**config.mk**
```make
export PLATFORM = sky130hd
export DESIGN_NAME = itlb_subsys
export DESIGN_NICKNAME = d
export VERILOG_FILES = /design/src/logic/itlb_pkg.sv /design/src/logic/hs_slot.sv /design/src/logic/itlb_ctrl.sv /design/src/logic/itlb_l1.sv /design/src/logic/itlb_nru.sv /design/src/logic/itlb_subsys.sv
export VERILOG_INCLUDE_DIRS = /design/src /design/src/include
export SDC_FILE = /design/constraint.sdc
export NUM_CORES = 1
export LEC_CHECK = 0
export ABC_AREA = 0
export BUFFER_PORTS_ARGS = -buffer_cell sky130_fd_sc_hd__buf_2
export CAP_MARGIN = 20
export CORE_MARGIN = 2
export CORE_UTILIZATION = 50
export DETAILED_ROUTE_END_ITERATION = 16
export PLACE_DENSITY = 0.68
export SETUP_SLACK_MARGIN = 0.1
export SLEW_MARGIN = 20
export SYNTH_ARGS = -nofsm -noshare
export SYNTH_HDL_FRONTEND = slang
export SYNTH_SLANG_ARGS = --single-unit
```
**constraint.sdc**
```tcl
create_clock -name clk_i -period 18.93 [get_ports clk_i]
set_clock_uncertainty 0.2 [all_clocks]
set_input_delay 0.9465 -clock clk_i [delete_from_list [all_inputs] [get_ports clk_i]]
set_output_delay 0.9465 -clock clk_i [all_outputs]
set_load 0.02 [all_outputs]
```
**src/include/itlb_macros.svh**
```systemverilog
`ifndef ITLB_MACROS_SVH
`define ITLB_MACROS_SVH

// Number of fully associative entries
`define ITLB_ENTRIES 8

// Address space identifier width, as in satp
`define ASID_LEN 16

// Significant virtual bits for Sv39
`define VADDR_LEN 39

// Physical address width
`define PADDR_LEN 56

// Register width of the core
`define XLEN 64

`endif

```
**src/logic/itlb_pkg.sv**
```systemverilog
`include "itlb_macros.svh"

package itlb_pkg;

  // Privilege mode of the hart
  typedef enum logic [1:0] {
    PrivU = 2'b00,
    PrivS = 2'b01,
    PrivM = 2'b11
  } priv_e;

  // Kind of sfence.vma flush
  typedef enum logic [2:0] {
    NoFlush       = 3'd0,
    FlushAll      = 3'd1,
    FlushAsid     = 3'd2,
    FlushPage     = 3'd3,
    FlushAsidPage = 3'd4
  } tlb_flush_e;

  // Status returned with a translation
  typedef enum logic {
    NoException = 1'b0,
    PageFault   = 1'b1
  } exception_e;

  // Size of the page that an entry maps
  typedef enum logic [1:0] {
    KibiPage = 2'd0,
    MebiPage = 2'd1,
    GibiPage = 2'd2
  } page_type_e;

  // Three 9-bit VPN fields, index 2 is the top level
  typedef logic [2:0][8:0] vpn_t;

  // Physical page number split at the superpage boundaries
  typedef struct packed {
    logic [25:0] p2;
    logic [8:0]  p1;
    logic [8:0]  p0;
  } ppn_t;

  typedef logic [`ASID_LEN-1:0]  asid_t;
  typedef logic [`PADDR_LEN-1:0] paddr_t;

  // Full 64-bit virtual address, msb must sign-extend bit 38
  typedef struct packed {
    logic [`XLEN-`VADDR_LEN-1:0] msb;
    vpn_t                        vpn;
    logic [11:0]                 offset;
  } vaddr_t;

  // Answer from the L2 translation source
  typedef struct packed {
    ppn_t       ppn;
    page_type_e page_type;
    logic       user;
    logic       glob;
    exception_e exc;
  } l2_ans_t;

endpackage

```
**src/logic/hs_slot.sv**
```systemverilog
`timescale 1ns/1ns

module hs_slot #(
  parameter type payload_t = logic
) (
  input  logic     clk_i,
  input  logic     rst_ni,
  input  logic     req_i,
  input  payload_t payload_i,
  input  logic     done_i,
  output logic     valid_o,
  output payload_t payload_o
);

  logic     valid_q;
  logic     done_q;
  logic     capture;
  payload_t payload_q;

  // Armed only while empty, so a held req is never taken twice
  assign capture = req_i && !valid_q;

  always_ff @(posedge clk_i or negedge rst_ni) begin
    if (!rst_ni) begin
      valid_q <= 1'b0;
      done_q  <= 1'b0;
    end else if (capture) begin
      valid_q <= 1'b1;
      done_q  <= 1'b0;
    end else if (valid_q && (done_i || done_q) && !req_i) begin
      // Completed and req has fallen, rearm
      valid_q <= 1'b0;
      done_q  <= 1'b0;
    end else if (valid_q && done_i) begin
      // Remember completion until the requester lets go
      done_q <= 1'b1;
    end
  end

  // Payload register, loaded once per transfer
  always_ff @(posedge clk_i) begin
    if (capture) begin
      payload_q <= payload_i;
    end
  end

  assign valid_o   = valid_q;
  assign payload_o = payload_q;

endmodule

```
**src/logic/itlb_ctrl.sv**
```systemverilog
`timescale 1ns/1ns

module itlb_ctrl (
  input  logic                   clk_i,
  input  logic                   rst_ni,
  input  logic                   vmem_on_i,
  input  logic                   req_valid_i,
  input  logic                   hit_i,
  input  logic                   canon_fault_i,
  input  logic                   l2_ack_i,
  input  itlb_pkg::exception_e   l2_exc_i,
  input  itlb_pkg::tlb_flush_e   flush_i,
  output logic                   req_done_o,
  output logic                   fetch_ack_o,
  output logic                   l2_req_o,
  output logic                   refill_o,
  output logic                   fault_sel_o,
  output logic                   flush_en_o
);

  import itlb_pkg::*;

  typedef enum logic [2:0] {
    Idle,
    Lookup,
    L2Wait,
    L2Release,
    Answer,
    AnswerRelease
  } state_e;

  state_e state_q;
  state_e state_d;
  logic   l2_req_q;
  logic   fault_sel_q;

  always_comb begin
    state_d = state_q;
    unique case (state_q)
      // First lookup happens on the cycle after the slot captured
      Idle: begin
        if (req_valid_i) begin
          if (!vmem_on_i || canon_fault_i || hit_i) begin
            state_d = Answer;
          end else begin
            state_d = L2Wait;
          end
        end
      end
      // Repeat lookup once the refilled entry is in place
      Lookup: begin
        if (hit_i) begin
          state_d = Answer;
        end else begin
          state_d = L2Wait;
        end
      end
      L2Wait: begin
        if (l2_ack_i) begin
          state_d = L2Release;
        end
      end
      // Refill cycle first, then wait for the L2 to drop ack
      L2Release: begin
        if (!l2_req_q && !l2_ack_i) begin
          if (l2_exc_i == PageFault) begin
            state_d = Answer;
          end else begin
            state_d = Lookup;
          end
        end
      end
      Answer: begin
        state_d = AnswerRelease;
      end
      // Hold ack until the request slot sees req fall
      AnswerRelease: begin
        if (!req_valid_i) begin
          state_d = Idle;
        end
      end
      default: begin
        state_d = Idle;
      end
    endcase
  end

  always_ff @(posedge clk_i or negedge rst_ni) begin
    if (!rst_ni) begin
      state_q     <= Idle;
      l2_req_q    <= 1'b0;
      fault_sel_q <= 1'b0;
    end else begin
      state_q  <= state_d;
      // Req stays up through the refill cycle after ack
      l2_req_q <= (state_d == L2Wait) || (state_q == L2Wait);
      if (state_d == Idle) begin
        fault_sel_q <= 1'b0;
      end else if (state_q == L2Release && state_d == Answer) begin
        fault_sel_q <= 1'b1;
      end
    end
  end

  assign l2_req_o    = l2_req_q;
  assign refill_o    = (state_q == L2Release) && l2_req_q;
  assign req_done_o  = (state_q == Answer);
  assign fetch_ack_o = (state_q == Answer) || (state_q == AnswerRelease);
  assign fault_sel_o = fault_sel_q;

  // Flush only with nothing in flight
  assign flush_en_o  = (state_q == Idle) && !req_valid_i && (flush_i != NoFlush);

endmodule

```
**src/logic/itlb_l1.sv**
```systemverilog
`timescale 1ns/1ns
`include "itlb_macros.svh"

module itlb_l1 (
  input  logic                     clk_i,
  input  logic                     rst_ni,
  input  logic                     vmem_on_i,
  input  itlb_pkg::priv_e          priv_i,
  input  itlb_pkg::asid_t          asid_i,
  input  itlb_pkg::vaddr_t         vaddr_i,
  input  logic                     refill_i,
  input  logic [`ITLB_ENTRIES-1:0] victim_vec_i,
  input  itlb_pkg::l2_ans_t        ans_i,
  input  logic                     flush_en_i,
  input  itlb_pkg::tlb_flush_e     flush_type_i,
  input  itlb_pkg::asid_t          flush_asid_i,
  input  itlb_pkg::vpn_t           flush_vpn_i,
  input  logic                     fault_sel_i,
  output logic                     hit_o,
  output logic [`ITLB_ENTRIES-1:0] hit_vec_o,
  output logic [`ITLB_ENTRIES-1:0] valid_vec_o,
  output logic                     canon_fault_o,
  output itlb_pkg::paddr_t         paddr_o,
  output itlb_pkg::exception_e     exc_o
);

  import itlb_pkg::*;

  localparam int N    = `ITLB_ENTRIES;
  localparam int IdxW = $clog2(N);

  // Entry storage, only the valid bits are control state
  logic [N-1:0] valid_q;
  vpn_t         vpn_q  [N];
  ppn_t         ppn_q  [N];
  asid_t        asid_q [N];
  page_type_e   type_q [N];
  logic [N-1:0] glob_q;
  logic [N-1:0] user_q;

  exception_e      l2_exc_q;
  logic            refill_write;
  logic [N-1:0]    flush_vec;
  logic [N-1:0]    hit_raw;
  logic [IdxW-1:0] hit_idx;
  logic            perm_fault;

  // VPN compare at the granularity of the entry page size
  function automatic logic vpn_match(vpn_t entry_vpn, page_type_e pt, vpn_t vpn);
    logic m;
    m = (entry_vpn[2] == vpn[2]);
    if (pt != GibiPage) begin
      m = m && (entry_vpn[1] == vpn[1]);
    end
    if (pt == KibiPage) begin
      m = m && (entry_vpn[0] == vpn[0]);
    end
    return m;
  endfunction

  // Faulting L2 answers are never cached
  assign refill_write = refill_i && (ans_i.exc == NoException);

  // Flush mask, global entries survive the ASID kinds
  always_comb begin
    logic asid_hit;
    logic page_hit;
    flush_vec = '0;
    for (int k = 0; k < N; k++) begin
      asid_hit = (asid_q[k] == flush_asid_i) && !glob_q[k];
      page_hit = vpn_match(vpn_q[k], type_q[k], flush_vpn_i);
      unique case (flush_type_i)
        FlushAll:      flush_vec[k] = 1'b1;
        FlushAsid:     flush_vec[k] = asid_hit;
        FlushPage:     flush_vec[k] = page_hit;
        FlushAsidPage: flush_vec[k] = asid_hit && page_hit;
        default:       flush_vec[k] = 1'b0;
      endcase
    end
  end

  always_ff @(posedge clk_i or negedge rst_ni) begin
    if (!rst_ni) begin
      valid_q <= '0;
    end else if (flush_en_i) begin
      valid_q <= valid_q & ~flush_vec;
    end else if (refill_write) begin
      valid_q <= valid_q | victim_vec_i;
    end
  end

  // Tag and data of the victim, tagged with the current ASID
  always_ff @(posedge clk_i) begin
    for (int k = 0; k < N; k++) begin
      if (refill_write && victim_vec_i[k]) begin
        vpn_q[k]  <= vaddr_i.vpn;
        ppn_q[k]  <= ans_i.ppn;
        asid_q[k] <= asid_i;
        type_q[k] <= ans_i.page_type;
        glob_q[k] <= ans_i.glob;
        user_q[k] <= ans_i.user;
      end
    end
  end

  // L2 status kept for a fault answer after ack has dropped
  always_ff @(posedge clk_i or negedge rst_ni) begin
    if (!rst_ni) begin
      l2_exc_q <= NoException;
    end else if (refill_i) begin
      l2_exc_q <= ans_i.exc;
    end
  end

  // Associative compare, ASID or global bit must match
  always_comb begin
    hit_raw = '0;
    hit_idx = '0;
    for (int k = 0; k < N; k++) begin
      if (valid_q[k] && ((asid_q[k] == asid_i) || glob_q[k]) &&
          vpn_match(vpn_q[k], type_q[k], vaddr_i.vpn)) begin
        hit_raw[k] = 1'b1;
        hit_idx    = IdxW'(k);
      end
    end
  end

  // No translation hits with vmem off
  assign hit_vec_o   = hit_raw & {N{vmem_on_i}};
  assign hit_o       = |hit_vec_o;
  assign valid_vec_o = valid_q;

  // Bits 63..39 must all copy bit 38
  assign canon_fault_o = vmem_on_i &&
      (vaddr_i.msb != {(`XLEN-`VADDR_LEN){vaddr_i.vpn[2][8]}});

  // User page from S mode or supervisor page from U mode, SUM ignored for fetch
  assign perm_fault = (user_q[hit_idx] && (priv_i == PrivS)) ||
                      (!user_q[hit_idx] && (priv_i == PrivU));

  always_comb begin
    if (fault_sel_i) begin
      exc_o = l2_exc_q;
    end else if (!vmem_on_i) begin
      exc_o = NoException;
    end else if (canon_fault_o || (hit_o && perm_fault)) begin
      exc_o = PageFault;
    end else begin
      exc_o = NoException;
    end
  end

  // Superpages take the low VPN fields straight from the virtual address
  always_comb begin
    if (!vmem_on_i) begin
      paddr_o = vaddr_i[`PADDR_LEN-1:0];
    end else begin
      unique case (type_q[hit_idx])
        GibiPage: paddr_o = {ppn_q[hit_idx].p2, vaddr_i.vpn[1], vaddr_i.vpn[0], vaddr_i.offset};
        MebiPage: paddr_o = {ppn_q[hit_idx].p2, ppn_q[hit_idx].p1, vaddr_i.vpn[0],
                             vaddr_i.offset};
        default:  paddr_o = {ppn_q[hit_idx], vaddr_i.offset};
      endcase
    end
  end

endmodule

```
**src/logic/itlb_nru.sv**
```systemverilog
`timescale 1ns/1ns
`include "itlb_macros.svh"

module itlb_nru (
  input  logic                     clk_i,
  input  logic                     rst_ni,
  input  logic [`ITLB_ENTRIES-1:0] valid_vec_i,
  input  logic                     access_i,
  input  logic [`ITLB_ENTRIES-1:0] hit_vec_i,
  output logic [`ITLB_ENTRIES-1:0] victim_vec_o
);

  localparam int N = `ITLB_ENTRIES;

  logic [N-1:0] used_q;
  logic [N-1:0] used_set;

  // Invalid entries lose their used bit, the hit entry gains it
  assign used_set = (used_q & valid_vec_i) | hit_vec_i;

  always_ff @(posedge clk_i or negedge rst_ni) begin
    if (!rst_ni) begin
      used_q <= '0;
    end else if (access_i && |hit_vec_i) begin
      // All used: start a new epoch keeping only the last access
      if (&used_set) begin
        used_q <= hit_vec_i;
      end else begin
        used_q <= used_set;
      end
    end
  end

  // First invalid entry wins, then first entry not recently used
  always_comb begin
    logic found;
    victim_vec_o = '0;
    found        = 1'b0;
    for (int k = 0; k < N; k++) begin
      if (!found && !valid_vec_i[k]) begin
        victim_vec_o[k] = 1'b1;
        found           = 1'b1;
      end
    end
    for (int k = 0; k < N; k++) begin
      if (!found && !used_q[k]) begin
        victim_vec_o[k] = 1'b1;
        found           = 1'b1;
      end
    end
    // Only reachable if every bit is set, keep a legal one-hot
    if (!found) begin
      victim_vec_o[0] = 1'b1;
    end
  end

endmodule

```
**src/logic/itlb_subsys.sv**
```systemverilog
`timescale 1ns/1ns
`include "itlb_macros.svh"

module itlb_subsys (
  input  logic                   clk_i,
  input  logic                   rst_ni,
  // Fetch channel
  input  logic                   fetch_req_i,
  input  itlb_pkg::vaddr_t       fetch_vaddr_i,
  output logic                   fetch_ack_o,
  output itlb_pkg::paddr_t       fetch_paddr_o,
  output itlb_pkg::exception_e   fetch_exc_o,
  // L2 channel
  output logic                   l2_req_o,
  output itlb_pkg::vpn_t         l2_vpn_o,
  input  logic                   l2_ack_i,
  input  itlb_pkg::ppn_t         l2_ppn_i,
  input  itlb_pkg::page_type_e   l2_page_type_i,
  input  logic                   l2_user_i,
  input  logic                   l2_glob_i,
  input  itlb_pkg::exception_e   l2_exc_i,
  // Configuration from CSRs and sfence.vma
  input  logic                   vmem_on_i,
  input  itlb_pkg::priv_e        priv_i,
  input  itlb_pkg::asid_t        asid_i,
  input  itlb_pkg::tlb_flush_e   flush_i,
  input  itlb_pkg::asid_t        flush_asid_i,
  input  itlb_pkg::vpn_t         flush_vpn_i
);

  import itlb_pkg::*;

  vaddr_t  req_vaddr;
  logic    req_valid;
  logic    req_done;
  l2_ans_t l2_ans;
  l2_ans_t refill_ans;
  logic    hit;
  logic    canon_fault;
  logic    refill;
  logic    fault_sel;
  logic    flush_en;

  logic [`ITLB_ENTRIES-1:0] hit_vec;
  logic [`ITLB_ENTRIES-1:0] valid_vec;
  logic [`ITLB_ENTRIES-1:0] victim_vec;

  // Loose L2 answer fields packed for the refill slot
  assign l2_ans = '{ppn: l2_ppn_i, page_type: l2_page_type_i, user: l2_user_i,
                    glob: l2_glob_i, exc: l2_exc_i};

  // Miss refill asks for the VPN of the held request
  assign l2_vpn_o = req_vaddr.vpn;

  hs_slot #(
    .payload_t(vaddr_t)
  ) u_req_slot (
    .clk_i    (clk_i),
    .rst_ni   (rst_ni),
    .req_i    (fetch_req_i),
    .payload_i(fetch_vaddr_i),
    .done_i   (req_done),
    .valid_o  (req_valid),
    .payload_o(req_vaddr)
  );

  itlb_ctrl u_itlb_ctrl (
    .clk_i        (clk_i),
    .rst_ni       (rst_ni),
    .vmem_on_i    (vmem_on_i),
    .req_valid_i  (req_valid),
    .hit_i        (hit),
    .canon_fault_i(canon_fault),
    .l2_ack_i     (l2_ack_i),
    .l2_exc_i     (refill_ans.exc),
    .flush_i      (flush_i),
    .req_done_o   (req_done),
    .fetch_ack_o  (fetch_ack_o),
    .l2_req_o     (l2_req_o),
    .refill_o     (refill),
    .fault_sel_o  (fault_sel),
    .flush_en_o   (flush_en)
  );

  itlb_l1 u_itlb_l1 (
    .clk_i        (clk_i),
    .rst_ni       (rst_ni),
    .vmem_on_i    (vmem_on_i),
    .priv_i       (priv_i),
    .asid_i       (asid_i),
    .vaddr_i      (req_vaddr),
    .refill_i     (refill),
    .victim_vec_i (victim_vec),
    .ans_i        (refill_ans),
    .flush_en_i   (flush_en),
    .flush_type_i (flush_i),
    .flush_asid_i (flush_asid_i),
    .flush_vpn_i  (flush_vpn_i),
    .fault_sel_i  (fault_sel),
    .hit_o        (hit),
    .hit_vec_o    (hit_vec),
    .valid_vec_o  (valid_vec),
    .canon_fault_o(canon_fault),
    .paddr_o      (fetch_paddr_o),
    .exc_o        (fetch_exc_o)
  );

  // Used bits follow the answered hits
  itlb_nru u_itlb_nru (
    .clk_i       (clk_i),
    .rst_ni      (rst_ni),
    .valid_vec_i (valid_vec),
    .access_i    (req_done),
    .hit_vec_i   (hit_vec),
    .victim_vec_o(victim_vec)
  );

  // The control unit tracks the ack phases, so the slot's valid flag is left open
  hs_slot #(
    .payload_t(l2_ans_t)
  ) u_refill_slot (
    .clk_i    (clk_i),
    .rst_ni   (rst_ni),
    .req_i    (l2_ack_i),
    .payload_i(l2_ans),
    .done_i   (refill),
    .valid_o  (),
    .payload_o(refill_ans)
  );

endmodule

```
==> results of run 1 <==
==> area by class of cell <==
type / count / area (sq um) / area share
timing repair buffer: 316 / 1700 / 0.0378
sequential: 867 / 25900 / 0.575
inverter: 16 / 60.1 / 0.00133
multi-input combinational: 1689 / 13100 / 0.290
antenna: 4 / 10.0 / 0.000222
clock inverter: 59 / 632 / 0.0140
tap: 1050 / 1310 / 0.0292
clock buffer: 108 / 2350 / 0.0522
==> registers in the layout (all words and copies together), names as in the netlist, 16 cells and up <==
| signal | flops |
|---|---|
| u_itlb_l1.asid_q | 128 |
| u_itlb_l1.ppn_q | 352 |
| u_itlb_l1.type_q | 16 |
| u_itlb_l1.vpn_q | 216 |
| u_refill_slot.payload_o | 49 |
| u_req_slot.payload_o | 64 |
==> cells in the final DEF (no fill, tap or decap), types with 7 or more instances in the layout <==
cell type	n
sky130_fd_sc_hd__o41ai_1	9
sky130_fd_sc_hd__nor2_1	84
sky130_fd_sc_hd__or4_1	12
sky130_fd_sc_hd__a211oi_1	7
sky130_fd_sc_hd__inv_1	16
sky130_fd_sc_hd__mux2i_1	202
sky130_fd_sc_hd__bufinv_16	8
sky130_fd_sc_hd__o211ai_1	9
sky130_fd_sc_hd__edfxtp_1	841
sky130_fd_sc_hd__nand2b_1	10
sky130_fd_sc_hd__clkinv_2	11
sky130_fd_sc_hd__buf_2	267
sky130_fd_sc_hd__xnor2_1	307
sky130_fd_sc_hd__a211o_1	28
sky130_fd_sc_hd__a311oi_1	8
sky130_fd_sc_hd__o21ai_0	40
sky130_fd_sc_hd__clkbuf_1	16
sky130_fd_sc_hd__nand3_1	35
sky130_fd_sc_hd__nand2_1	95
sky130_fd_sc_hd__nor3_1	42
sky130_fd_sc_hd__clkinv_1	27
sky130_fd_sc_hd__a31oi_1	41
sky130_fd_sc_hd__xor2_1	382
sky130_fd_sc_hd__dfrtp_1	26
sky130_fd_sc_hd__mux2_2	38
sky130_fd_sc_hd__o22a_1	10
sky130_fd_sc_hd__nand4_1	99
sky130_fd_sc_hd__clkbuf_16	91
sky130_fd_sc_hd__nor4_1	96
sky130_fd_sc_hd__nor2b_1	8
sky130_fd_sc_hd__or3_1	13
sky130_fd_sc_hd__a21oi_1	25
sky130_fd_sc_hd__buf_4	49
==> per-stage QoR <==
| stage | hold slack, ns | util | power, mW | cell area [sq um] |
|---|---|---|---|---|
| 2_1_floorplan | 0.250 | - | 2.53 | 40100 |
| 3_3_place_gp | 0.267 | 0.531 | 2.69 | 42000 |
| 3_5_place_dp | 0.279 | 0.531 | 2.70 | 42000 |
| 4_1_cts | 0.151 | 0.569 | 4.46 | 45000 |
| 5_1_grt | 0.193 | 0.569 | 4.57 | 45000 |
| 6_report | 0.162 | 0.569 | 4.44 | 45000 |
==> power groups by stage <==
| stage | Sequential, mW | Combinational, mW | Clock (mW) |
|---|---|---|---|
| after global routing | 2.25 | 0.444 | 1.88 |
| after CTS | 2.24 | 0.418 | 1.80 |
| after global placement | 2.28 | 0.408 | 0 |
| after floorplan | 2.26 | 0.279 | 0 |
| after detailed placement | 2.28 | 0.416 | 0 |
| final | 2.25 | 0.415 | 1.78 |
==> critical path, delay by kind of cell, from the launching register on <==
| family | cells | cell delay [ns] |
|---|---|---|
| adder cells (fa/ha/maj) | 1 | 0.32 |
| AND/OR/NAND/NOR | 6 | 2.04 |
| XOR/XNOR | 1 | 0.20 |
| AO/OA/AOI/OAI | 5 | 2.01 |
| buffers and inverters | 2 | 1.05 |
| flip-flops | 1 | 0.93 |
==> worst min-delay path by stage <==
stage	startpoint	end	slack, ns	cells after the start
3_3_place_gp	u_req_slot.payload_o[30]	u_itlb_l1.vpn_q[0][99]	0.27	0
3_5_place_dp	u_req_slot.payload_o[37]	u_itlb_l1.vpn_q[1][79]	0.28	0
6_report	rst_ni	u_itlb_nru.used_q[6]	0.16	1
2_1_floorplan	u_refill_slot.done_q	u_refill_slot.done_q	0.25	2
5_1_grt	rst_ni	u_itlb_nru.used_q[6]	0.19	1
4_1_cts	rst_ni	u_itlb_nru.used_q[6]	0.15	1
==> logic make-up (layout without fill, tap and decap cells) <==
kind of cell	count (synthesis)	count (layout)	synth area share
AND/OR/NAND/NOR	529	529	0.0704
buffers and inverters	206	499	0.0296
flip-flops	867	867	0.647
other	0	4	0
XOR/XNOR	689	689	0.151
AO/OA/AOI/OAI	229	229	0.0410
multiplexers	240	240	0.0611
adder cells (fa/ha/maj)	2	2	0.000624
==> layer usage <==
metal,part of all wire,up-vias,wire length (um)
li1,-,10713,-
met1,0.41,12227,46800
met2,0.49,856,55400
met3,0.057,202,6450
met4,0.041,8,4700
met5,0.00042,-,48
==> results.sh, run 1 <==
export IMPL_syn_nets=2946
export IMPL_cts_root_buf="sky130_fd_sc_hd__clkbuf_16"
export IMPL_final_setup_viol_count=0
export IMPL_critical_path_class="flip-flop to output pin"
export IMPL_drc=0
export IMPL_synth_seq_area_share=0.647
export IMPL_drive_gt1_frac=0.164
export IMPL_tns_ns=0
export IMPL_global_route_overflow_total=0
export IMPL_numClockSinks=867
export IMPL_final_setup_worst_slack_ns=10.52
export IMPL_place_worst_setup_slack_ns=10.56
export IMPL_initial_antenna_violation_count=10
export IMPL_r2r_start="u_req_slot.payload_o[19]"
export IMPL_grt_util_met3=0.0397
export IMPL_routed_wirelength_um=113000
export IMPL_pin_count_of_the_biggest_net_entering_global_routing=63
export IMPL_dpl_cell_count=3938
export IMPL_grtUsageMet2=0.451
export IMPL_critical_path_reg2reg_endpoint="u_itlb_ctrl.fault_sel_o"
export IMPL_run_status="finished, final reports clean"
export IMPL_insertion_delay_to_the_later_sink_of_the_worst_skew_pair_ns=0.67
export IMPL_std_cell_rows=103
export IMPL_asyncSetResetFlopFracSynth=0.0300
export IMPL_setup_reg_to_reg_worst_slack_ns=14.36
export IMPL_synth_top_cells_by_count="841 x sky130_fd_sc_hd__edfxtp_1, 382 x sky130_fd_sc_hd__xor2_1, 307 x sky130_fd_sc_hd__xnor2_1"
export IMPL_irDropWorstVdd_mv=0.101
export IMPL_numCtsBuffers=91
export IMPL_slowest_stage="sky130_fd_sc_hd__edfxtp_1"
export IMPL_remaining_antenna_violation_count=0
export IMPL_grt_setup_unrepaired="false"
export IMPL_max_cap_viol_count=0
export IMPL_drt_pass1_iterations=5
export IMPL_routedWlPerCell_um=27.6
export IMPL_timing_hold_worst_class="input pin to asynchronous set/reset pin"
export IMPL_cts_setup_buffers=0
export IMPL_placeableCoreArea_sq_um=79100
export IMPL_ys_ff_latch=867
export IMPL_achievable_frequency_ghz=0.119
export IMPL_post_synth_inst_count=2762
export IMPL_worst_pin_slew_ns=1.17
export IMPL_largest_stage_delay_on_the_critical_path_ns=0.93
export IMPL_hold_viol_final=0
export IMPL_timing_slew_headroom=0.218
export IMPL_yosysWarningCount=0
export IMPL_synth_avg_cell_area_sq_um=14.5
export IMPL_post_synth_top_area_share=0.630
export IMPL_num_io_pins=268
export IMPL_detail_route_vias_per_cell=5.84
export IMPL_internal_power_mw=3.32
export IMPL_final_min_clock_period_ns=8.41
export IMPL_port_buffer_count=267
export IMPL_clk_transition_reported_paths_ns=0.07
export IMPL_cts_repair_resized=0
export IMPL_leading_cell_type_by_number_of_instances_after_synthesis="sky130_fd_sc_hd__edfxtp_1"
export IMPL_crit_required_ns=17.78
export IMPL_use_met1=0.359
export IMPL_synth_ff_type="sky130_fd_sc_hd__edfxtp_1"
export IMPL_arrival_ns=7.27
export IMPL_tritoncts="built"
export IMPL_power_leakage_nw=14.9
export IMPL_total_die_area_sq_um=82400
export IMPL_critical_path_endpoint_type="output pin"
export IMPL_detailroute_via_count=24006
export IMPL_power_per_cell_area_nw_per_um2=98.5
export IMPL_synth_cell_types=67
export IMPL_timing_final_crit_share=0.444
export IMPL_first_global_vias=24366
export IMPL_start_kind="flip-flop"
export IMPL_cts_htree_levels=3
export IMPL_nNetsFinal=3165
export IMPL_synth_top_cells_by_area="sky130_fd_sc_hd__edfxtp_1 63%, sky130_fd_sc_hd__xor2_1 8.4%, sky130_fd_sc_hd__xnor2_1 6.7%"
export IMPL_place_congestion=0.934
export IMPL_initialDrtViolationCount=1937
export IMPL_post_synth_instance_area_sq_um=40100
export IMPL_combPwrFrac=0.093
export IMPL_dp_final_hpwl_um=75500
export IMPL_finalMaxSlewViolations=0
export IMPL_cts_buffer_depth=3
export IMPL_rr_worst_depth=10
export IMPL_startpoint="u_req_slot.payload_o[15]"
export IMPL_critical_path_cell_chain="xor2_1, nor4_1, a311oi_1, nor4_2, a211oi_1, or2_4, buf_4, nor2_1, a211o_1, ha_1, o21ai_0, nor2b_1, o211ai_1, nand3_1, buf_2"
export IMPL_cts_hold_buffers_added=0
export IMPL_grt_pass1_wl_um=163000
export IMPL_start_util=0.506
export IMPL_chipWidth_um=287
export IMPL_finish_cell_count_without_fillers=4109
export IMPL_power_share_switching=0.252
export IMPL_flow_area_growth_from_synthesis_pct=12.4
export IMPL_share_clk_of_total_power=0.401
export IMPL_synth_largest_area_cell="sky130_fd_sc_hd__edfxtp_1"
export IMPL_p_seq_frac=0.506
export IMPL_nFillCells=6339
export IMPL_grt_most_used_layer="met2"
export IMPL_worst_path_max_fanout=56
export IMPL_die_h_um=287
export IMPL_timing_critical_path_to="fetch_paddr_o[22]"
export IMPL_p_sw_mw=1.12
export IMPL_grt_util_all_layers=0.272
export IMPL_synth_edf_count=841
(Power assumes the default switching activity.)
==> inputs of run 2 (changes only) <==
- PLACE_DENSITY: 0.68 -> 0.7
- clock period: 18.93 -> 7.6 ns (I/O delays scaled with it)
==> run 2 against run 1 <==
Against the previous run: critical path depth is 1 higher; sequential share of layout area is 1.9 points lower; critical path type unchanged; clock power grew to 2.6 times the previous value; sequential cell count stayed put; global-route usage is 0.96 points higher; wire length is 3.7% higher; sequential power grew to 2.5 times the previous value; non-clock buffer count is 129 higher.
==> results.sh, run 2 (synthesis gave the netlist of run 1 again) <==
export IMPL_final_cell_mix="841 x sky130_fd_sc_hd__edfxtp_1, 382 x sky130_fd_sc_hd__xor2_1, 307 x sky130_fd_sc_hd__xnor2_1"
export IMPL_tritoncts="built"
export IMPL_grt_pass1_wl_um=169000
export IMPL_routedWlPerCell_um=27.7
export IMPL_die_h_um=287
export IMPL_biggestRegsByFlops="u_itlb_l1.ppn_q (352), u_itlb_l1.vpn_q (216), u_itlb_l1.asid_q (128)"
export IMPL_irDropWorstVdd_mv=0.292
export IMPL_cts_root_buf="sky130_fd_sc_hd__clkbuf_16"
export IMPL_tns_ns=0
export IMPL_final_total_power_mw=11.3
export IMPL_fin_worst_hold_slack_ns=0.0472
export IMPL_r2r_start="u_req_slot.payload_o[15]"
export IMPL_initial_antenna_violation_count=10
export IMPL_hold_path_startpoint="asid_i[15]"
export IMPL_start_kind="flip-flop"
export IMPL_cts_htree_levels=3
export IMPL_timing_slew_headroom=0.246
export IMPL_std_cell_rows=103
export IMPL_largest_reg_flops=352
export IMPL_layout_commonest_cell="sky130_fd_sc_hd__edfxtp_1"
export IMPL_dpl_cell_count=3926
export IMPL_drc=0
export IMPL_numClockSinks=867
export IMPL_routed_wirelength_um=118000
export IMPL_flow_area_growth_from_synthesis_pct=16.2
export IMPL_dp_final_hpwl_um=76500
export IMPL_remaining_antenna_violation_count=0
export IMPL_hold_viol_final=0
export IMPL_total_die_area_sq_um=82400
export IMPL_critical_path_cell_chain="xor2_1, nor3_1, a311oi_1, nor4_2, inv_1, a21oi_1, o21a_4, mux2_2, nor2_1, a211oi_1, ha_1, o21ai_1, or3_1, o22a_1, nand3_1, buf_2"
export IMPL_drt_pass1_iterations=5
export IMPL_numCtsBuffers=93
export IMPL_detailroute_via_count=24870
export IMPL_placeableCoreArea_sq_um=79100
export IMPL_first_global_vias=25136
export IMPL_global_route_overflow_total=0
export IMPL_grt_util_all_layers=0.282
export IMPL_drive_gt1_frac=0.160
export IMPL_insertion_delay_to_the_later_sink_of_the_worst_skew_pair_ns=0.69
export IMPL_chipWidth_um=287
export IMPL_worst_pin_slew_ns=1.13
export IMPL_final_min_clock_period_ns=7.25
export IMPL_start_util=0.506
export IMPL_rr_worst_depth=10
export IMPL_num_io_pins=268
export IMPL_timing_hold_worst_class="input pin to flip-flop"
export IMPL_run_status="finished, final reports clean"
export IMPL_registers_top_by_ff_count="u_itlb_l1.ppn_q"
export IMPL_cts_buffer_depth=3
export IMPL_power_per_cell_area_nw_per_um2=242
export IMPL_detail_route_vias_per_cell=5.86
export IMPL_initialDrtViolationCount=2301
export IMPL_crit_required_ns=7.02
export IMPL_timing_final_crit_share=0.954
export IMPL_place_worst_setup_slack_ns=1.05
export IMPL_holdPathStages=1
export IMPL_grt_setup_unrepaired="false"
export IMPL_arrival_ns=6.67
export IMPL_pin_count_of_the_biggest_net_entering_global_routing=142
export IMPL_largest_stage_delay_on_the_critical_path_ns=0.86
export IMPL_final_setup_viol_count=0
export IMPL_final_setup_worst_slack_ns=0.349
export IMPL_clk_transition_reported_paths_ns=0.06
export IMPL_port_buffer_count=267
export IMPL_nNetsFinal=3297
export IMPL_startpoint="u_req_slot.payload_o[12]"
export IMPL_place_congestion=0.953
export IMPL_achievable_frequency_ghz=0.138
export IMPL_finalMaxSlewViolations=0
export IMPL_max_cap_viol_count=0
export IMPL_finish_cell_count_without_fillers=4245
export IMPL_slowest_stage="sky130_fd_sc_hd__edfxtp_1"
export IMPL_critical_path_endpoint_type="output pin"
export IMPL_worst_path_max_fanout=29
export IMPL_critical_path_class="flip-flop to output pin"
export IMPL_power_leakage_nw=15.5
[run 2: changes by cell type in the layout (fill, tap and decap cells not counted), moves of 2 or more]
cell	previous run	this run
sky130_fd_sc_hd__buf_12	0	7
sky130_fd_sc_hd__buf_4	49	39
sky130_fd_sc_hd__clkbuf_1	16	25
sky130_fd_sc_hd__clkbuf_16	91	93
sky130_fd_sc_hd__clkbuf_8	1	3
sky130_fd_sc_hd__clkinv_1	27	16
sky130_fd_sc_hd__clkinv_2	11	13
sky130_fd_sc_hd__dlygate4sd3_1	0	131
sky130_fd_sc_hd__o41ai_1	9	7
sky130_fd_sc_hd__o41ai_2	2	4
[run 2: worst paths after layout]
kind                                             to  slack, ns
setup / recovery                  fetch_paddr_o[23]       0.35
hold / removal              u_itlb_l1.asid_q[0][47]       0.05
setup reg to reg               u_itlb_nru.used_q[7]       3.06
hold reg to reg                u_refill_slot.done_q       0.29
max in group asynchronous      u_itlb_nru.used_q[6]       6.51
min in group asynchronous  u_itlb_l1.valid_vec_o[1]       0.14
[run 2: timing repair]
action,in CTS,in global routing
buffers inserted,0,9
hold buffers,131,0
setup endpoints to repair,0,7
resized for setup,0,2
hold endpoints to repair,245,0
[run 2: final cells by class]
| type | count | area, sq um |
|---|---|---|
| repair buffers | 445 | 3090 |
| flip-flops and latches | 867 | 25900 |
| diodes | 4 | 10.0 |
| inverters | 16 | 60.1 |
| well taps | 1050 | 1310 |
| multi-input cells | 1690 | 13100 |
| clock buffers | 121 | 2460 |
| fillers | 6129 | 32600 |
| clock inverters | 52 | 629 |
[run 2: through the flow]
stage	util	cell area [sq um]
3_5_place_dp	0.531	42000
5_1_grt	0.588	46600
4_1_cts	0.586	46400
3_3_place_gp	0.531	42000
2_1_floorplan	-	40100
6_report	0.588	46600
[run 2: metal layers]
metal | GRT usage | wire length (um) | vias up
met5 | 0 | 68 | -
met4 | 0.112 | 4600 | 10
met3 | 0.0450 | 7980 | 190
met2 | 0.465 | 57100 | 1046
met1 | 0.375 | 47800 | 12661
li1 | - | - | 10963
[run 2: critical path: cells and delay by family, from the launching register on]
| family | cells | cell delay, ns |
|---|---|---|
| compound gates | 6 | 2.40 |
| simple gates | 5 | 1.52 |
| flops | 1 | 0.86 |
| mux | 1 | 0.41 |
| fa+ha+maj | 1 | 0.35 |
| buf+inv | 2 | 0.27 |
| xor+xnor | 1 | 0.14 |
[run 2: where the power goes]
group          leakage [nW]  total, mW  switching, mW  internal (mW)
Combinational          6.09       1.05          0.657          0.394
Clock                  1.49       4.57           1.94           2.62
Sequential             7.90       5.65          0.233           5.42
Total                  15.5       11.3           2.83           8.43
